**config.mk**
```make
export PLATFORM = sky130hd
export DESIGN_NAME = outputPortAllocator
export DESIGN_NICKNAME = d
export VERILOG_FILES = /design/src/logic/routerPkg.sv /design/src/logic/grantTimer.sv /design/src/logic/outputArbiter.sv /design/src/logic/flitSwitch.sv /design/src/logic/outputPortAllocator.sv
export VERILOG_INCLUDE_DIRS = /design/src /design/src/logic
export SDC_FILE = /design/constraint.sdc
export NUM_CORES = 1
export LEC_CHECK = 0
export BUFFER_PORTS_ARGS = -buffer_cell sky130_fd_sc_hd__buf_2
export CAP_MARGIN = 20
export CORE_AREA = 2 2 218 166
export DETAILED_ROUTE_END_ITERATION = 8
export DIE_AREA = 0 0 220 168
export PLACE_DENSITY_LB_ADDON = 0.05
export SYNTH_ARGS = -nofsm -noshare
export SYNTH_HDL_FRONTEND = slang
export SYNTH_HIERARCHICAL = 1
export SYNTH_SLANG_ARGS = --single-unit
```
**constraint.sdc**
```tcl
create_clock -name clk -period 10.1 [get_ports clk]
set_clock_uncertainty 0.1 [all_clocks]
set_input_delay 1.01 -clock clk [delete_from_list [all_inputs] [get_ports clk]]
set_output_delay 1.01 -clock clk [all_outputs]
set_load 0.01 [all_outputs]
```
**src/logic/router_settings.svh**
```systemverilog
`ifndef ROUTER_SETTINGS_SVH
`define ROUTER_SETTINGS_SVH

// inputs competing for the output link.
`define ROUTER_PORTS 5

// flit field widths.
`define FLIT_ID_WIDTH 3
`define LENGTH_WIDTH 12
`define PAYLOAD_WIDTH 16

// flit id of the first flit of a packet.
`define HEAD_FLIT_ID 1

`endif

```
**src/logic/routerPkg.sv**
```systemverilog
`include "router_settings.svh"

package routerPkg;

  // head, body or tail marker.
  typedef logic [`FLIT_ID_WIDTH-1:0] flitId_t;

  // cycles an owner may hold the link.
  typedef logic [`LENGTH_WIDTH-1:0] pktLength_t;

  typedef logic [`PAYLOAD_WIDTH-1:0] payload_t;

  typedef struct packed {
    flitId_t    flitId;
    pktLength_t length;   // only meaningful on a head flit.
    payload_t   payload;
  } flit_t;

  // bit 0 local, then north, east, west, south.
  typedef logic [`ROUTER_PORTS-1:0] portReq_t;

  // Owner states are one bit above the matching input index,
  // so grant[i+1] is set while input i holds the link.
  typedef enum logic [`ROUTER_PORTS:0] {
    grantIdle  = 6'b000001,
    grantLocal = 6'b000010,
    grantNorth = 6'b000100,
    grantEast  = 6'b001000,
    grantWest  = 6'b010000,
    grantSouth = 6'b100000
  } grantState_t;

endpackage

```
**src/logic/grantTimer.sv**
```systemverilog
module grantTimer (
  input  logic                 clk,
  input  logic                 rst,
  input  logic                 load,
  input  routerPkg::pktLength_t length,
  input  logic                 run,
  output logic                 expired
);

  routerPkg::pktLength_t limit;
  routerPkg::pktLength_t count;

  // limit follows the latest requested head flit.
  always_ff @(posedge clk)
  begin
    if (rst)
    begin
      limit <= '0;
    end
    else if (load)
    begin
      limit <= length;
    end
  end

  // count restarts each time the owner stops running.
  always_ff @(posedge clk)
  begin
    if (rst)
    begin
      count <= '0;
    end
    else if (run)
    begin
      count <= count + 1'b1;
    end
    else
    begin
      count <= '0;
    end
  end

  // owner gets limit+1 granted cycles.
  assign expired = (count == limit);

endmodule

```
**src/logic/outputArbiter.sv**
```systemverilog
`include "router_settings.svh"

module outputArbiter (
  input  logic                                    clk,
  input  logic                                    rst,
  input  routerPkg::portReq_t                     inReq,
  input  routerPkg::flit_t [`ROUTER_PORTS-1:0]    inFlit,
  output routerPkg::grantState_t                  grant
);

  routerPkg::grantState_t              nextGrant;
  logic [$clog2(`ROUTER_PORTS)-1:0]    ownerIdx;
  logic [`ROUTER_PORTS-1:0]            ownerVec;
  logic                                ownerHolds;
  logic [`ROUTER_PORTS-1:0]            timerLoad;
  logic [`ROUTER_PORTS-1:0]            timerRun;
  logic [`ROUTER_PORTS-1:0]            timerExpired;

  // Walks the ring from start for span inputs and returns the
  // owner state of the first one requesting, or idle if none.
  function automatic routerPkg::grantState_t firstRequester(
    input routerPkg::portReq_t req,
    input int unsigned         start,
    input int unsigned         span
  );
    routerPkg::grantState_t winner;
    logic                   found;
    int unsigned            idx;
    winner = routerPkg::grantIdle;
    found  = 1'b0;
    for (int unsigned i = 0; i < span; i++)
    begin
      idx = (start + i) % `ROUTER_PORTS;
      if (!found && req[idx])
      begin
        winner = routerPkg::grantState_t'(routerPkg::grantLocal << idx);
        found  = 1'b1;
      end
    end
    return winner;
  endfunction

  // one-hot owner bits line up with the input order.
  assign ownerVec = grant[`ROUTER_PORTS:1];

  // timers count only while their owner keeps asking.
  assign timerRun = ownerVec & inReq;

  always_comb
  begin
    for (int i = 0; i < `ROUTER_PORTS; i++)
    begin
      timerLoad[i] = inReq[i] &&
        (inFlit[i].flitId == routerPkg::flitId_t'(`HEAD_FLIT_ID));
    end
  end

  grantTimer localTimer (
    .clk     (clk),
    .rst     (rst),
    .load    (timerLoad[0]),
    .length  (inFlit[0].length),
    .run     (timerRun[0]),
    .expired (timerExpired[0])
  );

  grantTimer northTimer (
    .clk     (clk),
    .rst     (rst),
    .load    (timerLoad[1]),
    .length  (inFlit[1].length),
    .run     (timerRun[1]),
    .expired (timerExpired[1])
  );

  grantTimer eastTimer (
    .clk     (clk),
    .rst     (rst),
    .load    (timerLoad[2]),
    .length  (inFlit[2].length),
    .run     (timerRun[2]),
    .expired (timerExpired[2])
  );

  grantTimer westTimer (
    .clk     (clk),
    .rst     (rst),
    .load    (timerLoad[3]),
    .length  (inFlit[3].length),
    .run     (timerRun[3]),
    .expired (timerExpired[3])
  );

  grantTimer southTimer (
    .clk     (clk),
    .rst     (rst),
    .load    (timerLoad[4]),
    .length  (inFlit[4].length),
    .run     (timerRun[4]),
    .expired (timerExpired[4])
  );

  always_comb
  begin
    ownerIdx = '0;
    case (grant)
      routerPkg::grantNorth: ownerIdx = 3'd1;
      routerPkg::grantEast:  ownerIdx = 3'd2;
      routerPkg::grantWest:  ownerIdx = 3'd3;
      routerPkg::grantSouth: ownerIdx = 3'd4;
      default:               ownerIdx = 3'd0;
    endcase
  end

  assign ownerHolds = inReq[ownerIdx] && !timerExpired[ownerIdx];

  always_comb
  begin
    nextGrant = routerPkg::grantIdle;
    case (grant)
      routerPkg::grantIdle:
      begin
        nextGrant = firstRequester(inReq, 0, `ROUTER_PORTS); // fixed priority.
      end
      routerPkg::grantLocal,
      routerPkg::grantNorth,
      routerPkg::grantEast,
      routerPkg::grantWest,
      routerPkg::grantSouth:
      begin
        if (ownerHolds)
        begin
          nextGrant = grant;
        end
        else
        begin
          // rivals only, starting after the owner.
          nextGrant = firstRequester(inReq, int'(ownerIdx) + 1, `ROUTER_PORTS - 1);
        end
      end
      default:
      begin
        nextGrant = routerPkg::grantIdle; // recover from a bad encoding.
      end
    endcase
  end

  always_ff @(posedge clk)
  begin
    if (rst)
    begin
      grant <= routerPkg::grantIdle;
    end
    else
    begin
      grant <= nextGrant;
    end
  end

endmodule

```
**src/logic/flitSwitch.sv**
```systemverilog
`include "router_settings.svh"

module flitSwitch (
  input  logic                                    clk,
  input  logic                                    rst,
  input  routerPkg::grantState_t                  grant,
  input  routerPkg::portReq_t                     inReq,
  input  routerPkg::flit_t [`ROUTER_PORTS-1:0]    inFlit,
  output routerPkg::flit_t                        outFlit,
  output logic                                    outValid
);

  routerPkg::flit_t selFlit;
  logic             selReq;

  // one-hot grant steers the mux.
  always_comb
  begin
    selFlit = '0;
    selReq  = 1'b0;
    case (grant)
      routerPkg::grantLocal:
      begin
        selFlit = inFlit[0];
        selReq  = inReq[0];
      end
      routerPkg::grantNorth:
      begin
        selFlit = inFlit[1];
        selReq  = inReq[1];
      end
      routerPkg::grantEast:
      begin
        selFlit = inFlit[2];
        selReq  = inReq[2];
      end
      routerPkg::grantWest:
      begin
        selFlit = inFlit[3];
        selReq  = inReq[3];
      end
      routerPkg::grantSouth:
      begin
        selFlit = inFlit[4];
        selReq  = inReq[4];
      end
      default:
      begin
        selReq = 1'b0; // idle consumes nothing.
      end
    endcase
  end

  // A flit is consumed only when its input is both granted and
  // still requesting. The link then carries it one cycle later.
  always_ff @(posedge clk)
  begin
    if (rst)
    begin
      outValid <= 1'b0;
      outFlit  <= '0;
    end
    else
    begin
      outValid <= selReq;
      if (selReq)
      begin
        outFlit <= selFlit; // otherwise hold the last flit.
      end
    end
  end

endmodule

```
**src/logic/outputPortAllocator.sv**
```systemverilog
`include "router_settings.svh"

module outputPortAllocator (
  input  logic                                    clk,
  input  logic                                    rst,
  input  routerPkg::portReq_t                     inReq,
  input  routerPkg::flit_t [`ROUTER_PORTS-1:0]    inFlit,
  output routerPkg::grantState_t                  grant,
  output routerPkg::flit_t                        outFlit,
  output logic                                    outValid
);

  // registered arbiter state, shared with the switch.
  routerPkg::grantState_t linkOwner;

  outputArbiter arbiter0 (
    .clk   (clk),
    .rst   (rst),
    .inReq (inReq),
    .inFlit(inFlit),
    .grant (linkOwner)
  );

  flitSwitch switch0 (
    .clk     (clk),
    .rst     (rst),
    .grant   (linkOwner),
    .inReq   (inReq),
    .inFlit  (inFlit),
    .outFlit (outFlit),
    .outValid(outValid)
  );

  assign grant = linkOwner;

endmodule

```
Word-level counts from Yosys, hierarchy flattened
Cells that the tools add are included.
{ "totals": {"input_bits": 162, "elab_cells": 130, "reg_bits": 158} }
{ "op_classes": {"eq_ne": 17, "bitwise_logic": 6, "n_reduce_logical": 27, "addsub": 9, "mux": 43, "n_lt_le_gt_ge": 5, "shifts": 4, "div": 4} }
{ "ops": {"columns": ["op", "count"], "rows": [
  ["31-bit case mux with 5 select lines", 1],
  ["32-bit by 4-bit < comparator with 1-bit output (second input constant)", 4],
  ["32-bit by 3-bit remainder unit with 32-bit output (second input constant)", 4],
  ["2-bit by 32-bit left shift with 6-bit output (first input constant)", 4],
  ["32-bit by 2-bit adder with 32-bit output (second input constant)", 2],
  ["12-bit by 1-bit adder with 12-bit output (second input constant)", 5],
  ["12-bit == test", 5],
  ["6-bit 2-to-1 mux", 6],
  ["32-bit by 1-bit adder with 32-bit output (second input constant)", 1],
  ["1-bit 2-to-1 mux", 23],
  ["1-bit binary-select mux with 3-bit select", 6],
  ["3-bit by 1-bit == test with 1-bit output (second input constant)", 5],
  ["1-bit logical AND", 13],
  ["3-bit case mux with 4 select lines", 1],
  ["6-bit case mux with 2 select lines", 1],
  ["2-bit OR reduction", 5],
  ["1-bit zero test", 8],
  ["6-bit by 1-bit == test with 1-bit output (second input constant)", 1],
  ["6-bit by 2-bit == test with 1-bit output (second input constant)", 1],
  ["6-bit by 3-bit == test with 1-bit output (second input constant)", 1],
  ["6-bit by 4-bit == test with 1-bit output (second input constant)", 1],
  ["6-bit by 5-bit == test with 1-bit output (second input constant)", 1],
  ["6-bit == test (second input constant)", 1],
  ["5-bit AND", 1],
  ["10 further kinds", 14]
]} }

Depth between registers and ports, before layout
Gate-level depths: netlist (run 1).
{ "logic_depth": {"ltp_word": 24, "mapped_depth": 23, "depth_no_buf": 21} }

By module
The synthesis (run 1) kept the hierarchy.
{ "by_module_without_submodules": {"columns": ["module", "instances", "cells_each", "seq_area_each_um2", "area_each_um2"], "rows": [
  ["grantTimer", 5, 112, 480.5, 1061.0],
  ["flitSwitch", 1, 241, 640.6, 2561.2],
  ["outputArbiter", 1, 362, 120.1, 2501.1]
]} }

Worst setup path after synthesis (run 1)
No wires, ideal clock.
{ "synth_timing": {"kind": "register -> register", "start": "reg arbiter0.grant[5]", "end": "reg arbiter0.grant[5]", "period_less_slack_ns": 5.181, "setup_slack_ns": 4.919, "arrival_time_ns": 5.002, "stages_incl_launch_ff": 19, "required_time_ns": 9.921, "setup_ns": 0.079, "path_cell_list": "dfxtp_1 > buf_2 > or4_4 > nor2_2 > ha_1 > clkbuf_1 > nor2b_1 > nand3_1 > inv_1 > xnor2_1 > ha_1 > nor2b_1 > a32oi_1 > o221ai_1 > mux2_2 > mux2i_1 > nand4_1 > a311o_1 > a22oi_1"} }
{ "synth_between": {"elab_chain_cells": 24, "elab_cells_between_ends": 56, "cone_classes": "add/sub (4); div (4); eq/ne (7); shift (4); mux (28); reduce/logical (9)"} }
{ "synth_lines": {"columns": ["item", "line", "text"], "rows": [
  ["from (decl)", "outputArbiter.sv:8", "output routerPkg::grantState_t grant"],
  ["from (signal assigned)", "outputArbiter.sv:152", "grant <= routerPkg::grantIdle;"],
  ["from (signal assigned)", "outputArbiter.sv:156", "grant <= nextGrant;"],
  ["branches (longest 24 deep; another with 32-bit by 1-bit adder with 32-bit output)", null, null]
]} }
Several ways; the timed one is not identified. The select of a mux whose other input is x is not followed.
A chain may end at the register's enable or synchronous reset.

Final worst setup path (run 1)
{ "layout_timing": {"start": "reg arbiter0.grant[2]", "end": "reg arbiter0.grant[5]"} }
The elaborated chain is that of the path after synthesis.

==> metrics.md, run 1 <==
| Metric | Value |
|---|---|
| Status | `finished, final reports clean` |
| CTS tree | `built` |
| Highest clock rate | `150.9 MHz` |
| Syn avg cell area | `8.914 um^2` |
| Crit share post-route | `65.62%` |
| Hold path cells | `2` |
| Xor and xnor area share after synthesis | `7.181%` |
| Worst reg2reg path depth | `16` |
| Cell Pwr Density | `131.2 nW/um^2` |
| Setup violators final | `0` |
| GR Util met1 | `35.18%` |
| Layout Cells excl Fill | `~1,800` |
| Top_reg_cell synth | `dfxtp_1` |
| Worst Path Arrival | `~6.9 ns` |
| Mux cell area share after synthesis | `7.615%` |
| I/O pins | `200` |
| Layout cells sized above 1 | `a little over a quarter` |
| Met2 Track Usage GR | `29.55%` |
| Die width | `220 um` |
| Relative slew margins | `between 20% and 30%` |
| CTS Sinks | `~160` |
| # DRC | `0` |
| Compound-gate portion of the synthesized area | `25.98%` |
| Power Total | `0.001630 W` |
| GRT Overall Usage | `21.72%` |
| Main combinational cell family by area after synthesis | `compound AO/OA/AOI/OAI gates` |
| Synth-to-Final Area Change | `19.85%` |
| Syn nets | `1,354` |
| Vias in the first global route | `roughly 9,000` |
| Async SR Flop Fraction | `0%` |
| WL/cell | `22.36 um` |
| Drt via density | `5.407` |
| Filler cells | `about 3,700` |
| Yosys reg bits | `between 150 and 200` |
| Most common cell after layout, fill and taps aside | `buf_2` |
| Post-route cell area | `12,430 um^2` |
| Hold Path Class | `flip-flop to flip-flop` |
| Post-synth EDFFs | `0` |
| Clock transition at path regs | `0.07 ns` |
| CTS Hold Buffers Added | `0` |
| Critical path class | `flip-flop to flip-flop` |
| CTS Buffer Depth | `2` |
| Initial drt markers | `711` |
| Max-Cap Viols | `0` |
| Worst r2r dst | `arbiter0/grant[5]` |
| PortBufs | `199` |
| Critical Path Fanout Max | `23` |
| Dpl cells | `1,768` |
| VDD IR-drop max | `0.09509 mV` |
| Core area | `approximately 35,000 um^2` |
| Initial DRT Pass Iterations | `5` |
| Global-route wire length before repair | `59,660 um` |
| Leak Pwr | `4.295 nW` |
| Largest net degree at the start of global routing | `just under 60` |
| Hold wc startpoint | `arbiter0/northTimer/count[11]` |
| Sequential area share after synthesis | `30.51%` |
| Setup repair bufs after CTS | `0` |
| NumNets Final | `between 1,500 and 2,000` |
| Final Routed Wirelength | `40,360 um` |
| Placed Instance Area | `11,760 um^2` |
| Row count | `60` |
| Met3 Use GR | `3.017%` |
| Commonest cells after routing, fill and taps aside | `buf_2 (198), dfxtp_1 (158), nor2_1 (140), mux2i_1 (74), xnor2_1 (72)` |
| Slew @ Worst Pin | `1.088 ns` |
| Total congestion overflow | `0` |
| Initial antenna violation count | `4` |
| Die Ht | `between 150 and 200 um` |
| Post-Syn Area | `10,370 um^2` |
| Adder-cell share of the synthesized area | `3.572%` |
| Final ANT Viol Nets | `0` |
| Effective utilization at floorplan | `29.51%` |
| Cts repair resizes | `0` |
| CP Capture Type | `flip-flop` |
| DP HPWL | `a little over 30,000 um` |
| Synth Instances | `1,163` |
| Top Usage Layer GRT | `met1` |
| R2r setup slk | `3.47 ns` |
| Routability Congestion | `between 0.8 and 0.9` |
| Num CTS Buffers | `17` |
| CP Launch Type | `flip-flop` |
| YS warnings | `6` |
| Synth cell types | `90` |
| Fin. max-slew vios | `0` |
| CTS Root Cell | `clkbuf_16` |
| Hold Path Sink | `arbiter0/northTimer/count[11]` |
| Setup TNS | `0 ns` |
| Final Hold Viols | `0` |
| Clock Latency Late Sink | `0.44 ns` |
| Die ar. | `36,960 um^2` |
| WP data required | `around 10 ns` |
| Fraction of the mapped netlist area in simple logic gates | `20.14%` |
| Reg2reg start | `arbiter0/grant[2]` |
| RSZ-0062 raised after global routing | `false` |
| Final min period | `~6.6 ns` |
| Vias | `~10,000` |
| CTS H-Tree Depth | `4` |
kinds of logic (layout without fill, tap and decap cells):
group                      after synthesis  after routing
and+or+nand+nor                        396            396
AOI/OAI and AO/OA                      308            308
DFF                                    158            158
buffers and inverters                  109            283
xor gates and xnor gates                85             85
muxes                                   78             78
adders and majority gates               29             29
other                                    0              3
state kept, by name (all words and copies together), names as in the netlist:
| name | count |
|---|---|
| switch0/outFlit | 31 |
| arbiter0/eastTimer/count | 12 |
| arbiter0/eastTimer/limit | 12 |
| arbiter0/localTimer/count | 12 |
| arbiter0/localTimer/limit | 12 |
| arbiter0/northTimer/count | 12 |
| arbiter0/northTimer/limit | 12 |
| arbiter0/southTimer/count | 12 |
| arbiter0/southTimer/limit | 12 |
| arbiter0/westTimer/count | 12 |
| arbiter0/westTimer/limit | 12 |
| arbiter0/grant | 6 |
| switch0/outValid | 1 |
layout make-up:
type	instances	area [um^2]	share of cell area, %
Timing Repair Buffer	216	1142	9.193
Antenna cell	3	7.507	0.06042
Multi-Input combinational cell	896	6769	54.48
Tap cell	465	581.8	4.682
Clock inverter	13	187.7	1.510
Clock buffer	19	442.9	3.565
Sequential cell	158	3163	25.46
Inverter	35	131.4	1.057
per-layer routing:
layer	vias to the layer above	share of wire, %
met5	-	0
met4	0	0.82
met3	22	4.1
met2	246	41
met1	4783	54
li1	4709	-
cells in the mapped netlist (19+ instances only):
| cell | number | area [um^2] |
|---|---|---|
| a21oi_1 | 48 | 240.2 |
| clkbuf_1 | 34 | 127.6 |
| nand3_1 | 35 | 175.2 |
| nor2b_1 | 19 | 118.9 |
| o21ai_0 | 38 | 190.2 |
| nor2_1 | 140 | 525.5 |
| ha_1 | 28 | 350.3 |
| nand2_1 | 47 | 176.4 |
| or3_1 | 19 | 118.9 |
| a221oi_2 | 48 | 720.7 |
| dfxtp_1 | 158 | 3163 |
| xnor2_1 | 72 | 630.6 |
| buf_2 | 23 | 115.1 |
| nand4_1 | 26 | 162.7 |
| mux2i_1 | 74 | 740.7 |
| a22oi_1 | 41 | 307.8 |
| inv_1 | 32 | 120.1 |
power breakdown:
group | total (W) | internal [W] | switching (W)
combinational | 0.000273 | 0.0000981 | 0.000175
clock | 0.000707 | 0.000422 | 0.000285
sequential | 0.000650 | 0.000636 | 0.0000140
total | 0.00163 | 0.00116 | 0.000475
worst max path at each step:
stage	cells after the start	end	start
5_1_grt	16	arbiter0/grant[5]	arbiter0/grant[2]
4_1_cts	16	arbiter0/grant[5]	arbiter0/grant[2]
6_report	16	arbiter0/grant[5]	arbiter0/grant[2]
3_5_place_dp	16	arbiter0/grant[5]	arbiter0/grant[2]
3_3_place_gp	16	arbiter0/grant[5]	arbiter0/grant[2]
2_1_floorplan	18	arbiter0/grant[5]	arbiter0/grant[5]
critical path: stages, from the launching register on:
cell	delay, ns
dfxtp_1	0.79
xor2_1	0.23
nand3_1	0.15
buf_4	0.26
clkinv_1	0.62
ha_1	0.61
or3_1	0.41
o21ai_0	0.42
ha_1	0.47
nor2b_1	0.23
o21ai_0	0.11
o221ai_1	0.61
mux2_2	0.41
mux2i_1	0.33
nand4_1	0.28
a311o_1	0.35
a22oi_1	0.15
through the flow:
| stage | util [%] | hold slack, ns | worst slack [ns] |
|---|---|---|---|
| after CTS | 35.26 | 0.3818 | 3.583 |
| after detailed placement | 33.46 | 0.3732 | 3.625 |
| after floorplan | - | 0.3525 | 4.919 |
| final | 35.37 | 0.3798 | 3.472 |
| after global routing | 35.37 | 0.4173 | 2.987 |
| after global placement | 33.46 | 0.3652 | 3.715 |
No activity file was read; power rests on OpenSTA's default activity.
==> run 2: changes to the inputs <==
ABC_AREA = 1   (was unset)
CORE_AREA = 2 2 224 171   (was 2 2 218 166)
DIE_AREA = 0 0 226 173   (was 0 0 220 168)
clock period = 6.35 ns   (was 10.1 ns; I/O delays follow)
==> metrics.md, run 2 <==
| Metric | Value |
|---|---|
| Clock Latency Late Sink | `0.45 ns (about the same)` |
| Vias | `11,610 (+19%)` |
| Most common cell after layout, fill and taps aside | `nand2_1` |
| Initial DRT Pass Iterations | `6 (+1)` |
| I/O pins | `200 (unchanged)` |
| CTS Buffer Depth | `2 (unchanged)` |
| Die ar. | `39,100 um^2 (+5.8%)` |
| Worst r2r dst | `arbiter0/grant[5]` |
| Stages on the worst setup path | `24 (+8)` |
| CTS Root Cell | `clkbuf_16` |
| Effective utilization at floorplan | `29.90% (+0.39 points)` |
| WP data required | `6.63 ns (-3.74 ns)` |
| Top Family by Delay on Critical Path | `simple AND/OR/NAND/NOR gates` |
| Syn avg cell area | `6.115 um^2 (-31%)` |
| Setup violators final | `0 (unchanged)` |
| CTS H-Tree Depth | `4 (unchanged)` |
| Final min period | `5.034 ns (-1.594 ns)` |
| WL/cell | `16.86 um (-25%)` |
| RSZ-0062 raised after global routing | `false` |
| Synth-to-Final Area Change | `19.14%` |
| CTS Hold Buffers Added | `0 (unchanged)` |
| Final Routed Wirelength | `41,930 um (+3.9%)` |
| YS warnings | `6 (unchanged)` |
| Die width | `226 um (+2.7%)` |
| Num CTS Buffers | `17 (unchanged)` |
| Placed Instance Area | `12,430 um^2 (+5.8%)` |
| Top cells by area, synth | `dfxtp_1 (29%), nand2_1 (14%), nor2_1 (10%)` |
| Drt via density | `4.670 (-14%)` |
| Most frequent cells after synthesis | `nand2_1 (402), nor2_1 (303), inv_1 (295)` |
| Clock transition at path regs | `0.07 ns (about the same)` |
| Top_reg_cell synth | `dfxtp_1` |
| Cts repair resizes | `0 (unchanged)` |
| Setup TNS | `0 ns (unchanged)` |
| Initial drt markers | `1,046 (+47%)` |
| CP peak stage delay | `0.62 ns (-0.17 ns)` |
| Final ANT Viol Nets | `0 (unchanged)` |
| Cell-internal power | `0.001992 W (+72%)` |
| Syn nets | `1,986 (+47%)` |
| Setup crit end | `arbiter0/grant[5]` |
| Commonest cells after routing, fill and taps aside | `nand2_1 (402), nor2_1 (300), inv_1 (295), buf_2 (199), dfxtp_1 (158)` |
| R2r setup slk | `1.32 ns (-2.16 ns)` |
| Post-synth EDFFs | `0 (unchanged)` |
| Max-Cap Viols | `0 (unchanged)` |
| CTS tree | `built` |
| Global-route wire length before repair | `63,970 um (+7.2%)` |
| Post-route cell area | `13,080 um^2 (+5.2%)` |
| CTS Sinks | `158 (unchanged)` |
| Core area | `36,710 um^2 (+4.5%)` |
| Crit path launch | `arbiter0/grant[3]` |
| Slowest-stage cell, CP | `dfxtp_1` |
| Total congestion overflow | `0 (unchanged)` |
| Reg2reg start | `arbiter0/grant[3]` |
| Routability Congestion | `0.9394 (+6.4%)` |
| Worst Path Arrival | `5.31 ns (-1.59 ns)` |
| Highest clock rate | `198.6 MHz (+32%)` |
| Initial antenna violation count | `3 (-1)` |
| Crit path buf inv count | `5 (+3)` |
| Logic pwr share | `32.8% (+16 points)` |
| Switch share | `38.98% (+9.9 points)` |
| Synth Instances | `1,795 (+54%)` |
| Count leader, synth | `nand2_1` |
| Synth cell types | `48 (-47%)` |
| Setup repair bufs after CTS | `0 (unchanged)` |
| Sequential area share after synthesis | `28.82% (-1.7 points)` |
| Filler cells | `4,101 (+9.9%)` |
| Hold Path Class | `primary input to flip-flop` |
| Switching Power | `0.001273 W (+170%)` |
| Crit share post-route | `79.28% (+14 points)` |
| Row count | `61 (+1.7%)` |
| Yosys reg bits | `158 (unchanged)` |
| Layout cells sized above 1 | `16.46% (-10 points)` |
| VDD IR-drop max | `0.1794 mV (+89%)` |
| Dominant cell type by area after synthesis | `dfxtp_1` |
| CP Capture Type | `flip-flop` |
| Die Ht | `173 um (+3.0%)` |
| Critical Path Fanout Max | `12 (-48%)` |
| Relative slew margins | `40.19% (+13 points)` |
| CP Cell Sequence | `inv_1 > nor2_1 > nand3_1 > nand2_1 > ha_1 > inv_1 > a21oi_4 > nand4_4 > nand2_1 > inv_1 > nand3_1 > nand2_1 > ha_1 > inv_1 > fa_1 > nor2_4 > nor2_4 > clkinv_2 > nand3_4 > a21oi_4 > nand3_2 > nand3_1 > nand2_1 > a21oi_1` |
| DP HPWL | `32,930 um (+8.4%)` |
| Cell Pwr Density | `249.6 nW/um^2 (+90%)` |
| Largest net degree at the start of global routing | `78 (+34%)` |
| Vias in the first global route | `10,640 (+19%)` |
| PortBufs | `199 (unchanged)` |
| Leak Pwr | `6.363 nW (+48%)` |
| Clock group share of total power | `33.1% (-10 points)` |
| Post-Syn Area | `10,980 um^2 (+5.9%)` |
| Fin. max-slew vios | `0 (unchanged)` |
| Async SR Flop Fraction | `0% (unchanged)` |
| Sequential share of power | `34.2% (-5.7 points)` |
| Status | `finished, final reports clean` |
| GRT Overall Usage | `21.61% (-0.12 points)` |
| Worst reg2reg path depth | `24 (+8)` |
| NumNets Final | `2,159 (+43%)` |
| Largest register FFs | `31 (unchanged)` |
| Top cell type's share of synthesized area | `28.82% (-1.7 points)` |
| Slew @ Worst Pin | `0.8946 ns (-0.1930 ns)` |
| CP Launch Type | `flip-flop` |
| Largest Register | `switch0/outFlit` |
| Final Hold Viols | `0 (unchanged)` |
| # DRC | `0 (unchanged)` |
| Critical path class | `flip-flop to flip-flop` |
==> run 2: changes by cell type in the layout (fill, tap and decap cells not counted), moves of 37 or more <==
cell      previous run  this run
a221oi_2            48         0
a22oi_1             41         0
inv_1               32       295
mux2i_1             74         0
nand2_1             46       402
nand3_1             35        72
nand4_1             26        92
nor2_1             140       300
o21ai_0             38       137
xnor2_1             72        16
==> run 2: worst min-delay path by stage <==
stage | startpoint | end | slack, ns | cells past startpoint
CTS | inFlit[54] | arbiter0/northTimer/limit[7] | 0.31 | 3
finish | inFlit[54] | arbiter0/northTimer/limit[7] | 0.33 | 3
floorplan | arbiter0/eastTimer/limit[1] | arbiter0/eastTimer/limit[1] | 0.34 | 2
detailed placement | arbiter0/eastTimer/limit[3] | arbiter0/eastTimer/limit[3] | 0.36 | 2
global route | inFlit[54] | arbiter0/northTimer/limit[7] | 0.34 | 3
global placement | arbiter0/southTimer/limit[2] | arbiter0/southTimer/limit[2] | 0.36 | 2
==> run 2: cell type report <==
cell class	count	area, um^2	share of cell area [%]
Multi-Input combinational cell	1272	6427	49.15
Sequential cell	158	3163	24.19
Inverter	313	1179	9.013
Timing Repair Buffer	206	1081	8.266
Tap cell	504	630.6	4.822
Clock buffer	21	450.4	3.444
Clock inverter	10	138.9	1.062
Antenna cell	3	7.507	0.05741
==> run 2: metrics by stage <==
stage	hold WS (ns)	power [W]	setup slack [ns]	std cells	util [%]
after floorplan	0.3433	0.001829	2.149	1795	-
after global placement	0.3590	0.002203	1.474	2451	33.87
after detailed placement	0.3639	0.002195	1.339	2451	33.87
after CTS	0.3072	0.003281	1.313	2482	35.47
after global routing	0.3355	0.003472	0.8192	2486	35.62
final	0.3254	0.003265	1.316	2487	35.62
==> run 2: cell families after synthesis <==
kind of cell / after synthesis / synth area share, %
and+or+nand+nor: 956 / 39.60
DFF: 158 / 28.82
xor gates and xnor gates: 38 / 3.100
buffers and inverters: 365 / 12.83
adders and majority gates: 29 / 3.374
AOI/OAI and AO/OA: 249 / 12.28
==> run 2: layer usage <==
metal  share of wire, %  vias up  GRT usage (%)  wire length [um]
li1                   -     6033              -                 -
met1                 52     5285          32.49             21660
met2                 42      263          31.35             17480
met3                5.1       33          3.755              2119
met4                1.6        0          5.602               667
met5                  0        -              0                 0
==> run 2: tightest hold or removal path, delay by kind of cell <==
| family | cells | cell delay [ns] |
|---|---|---|
| simple gates | 2 | 0.12 |
| buf+inv | 1 | 0.09 |
==> run 2: power groups by stage <==
stage	registers, W	logic [W]	clock network, W
2_1_floorplan	0.00114	0.000687	0
3_3_place_gp	0.00114	0.00107	0
3_5_place_dp	0.00114	0.00106	0
4_1_cts	0.00112	0.00106	0.00110
5_1_grt	0.00112	0.00120	0.00115
6_report	0.00112	0.00107	0.00108
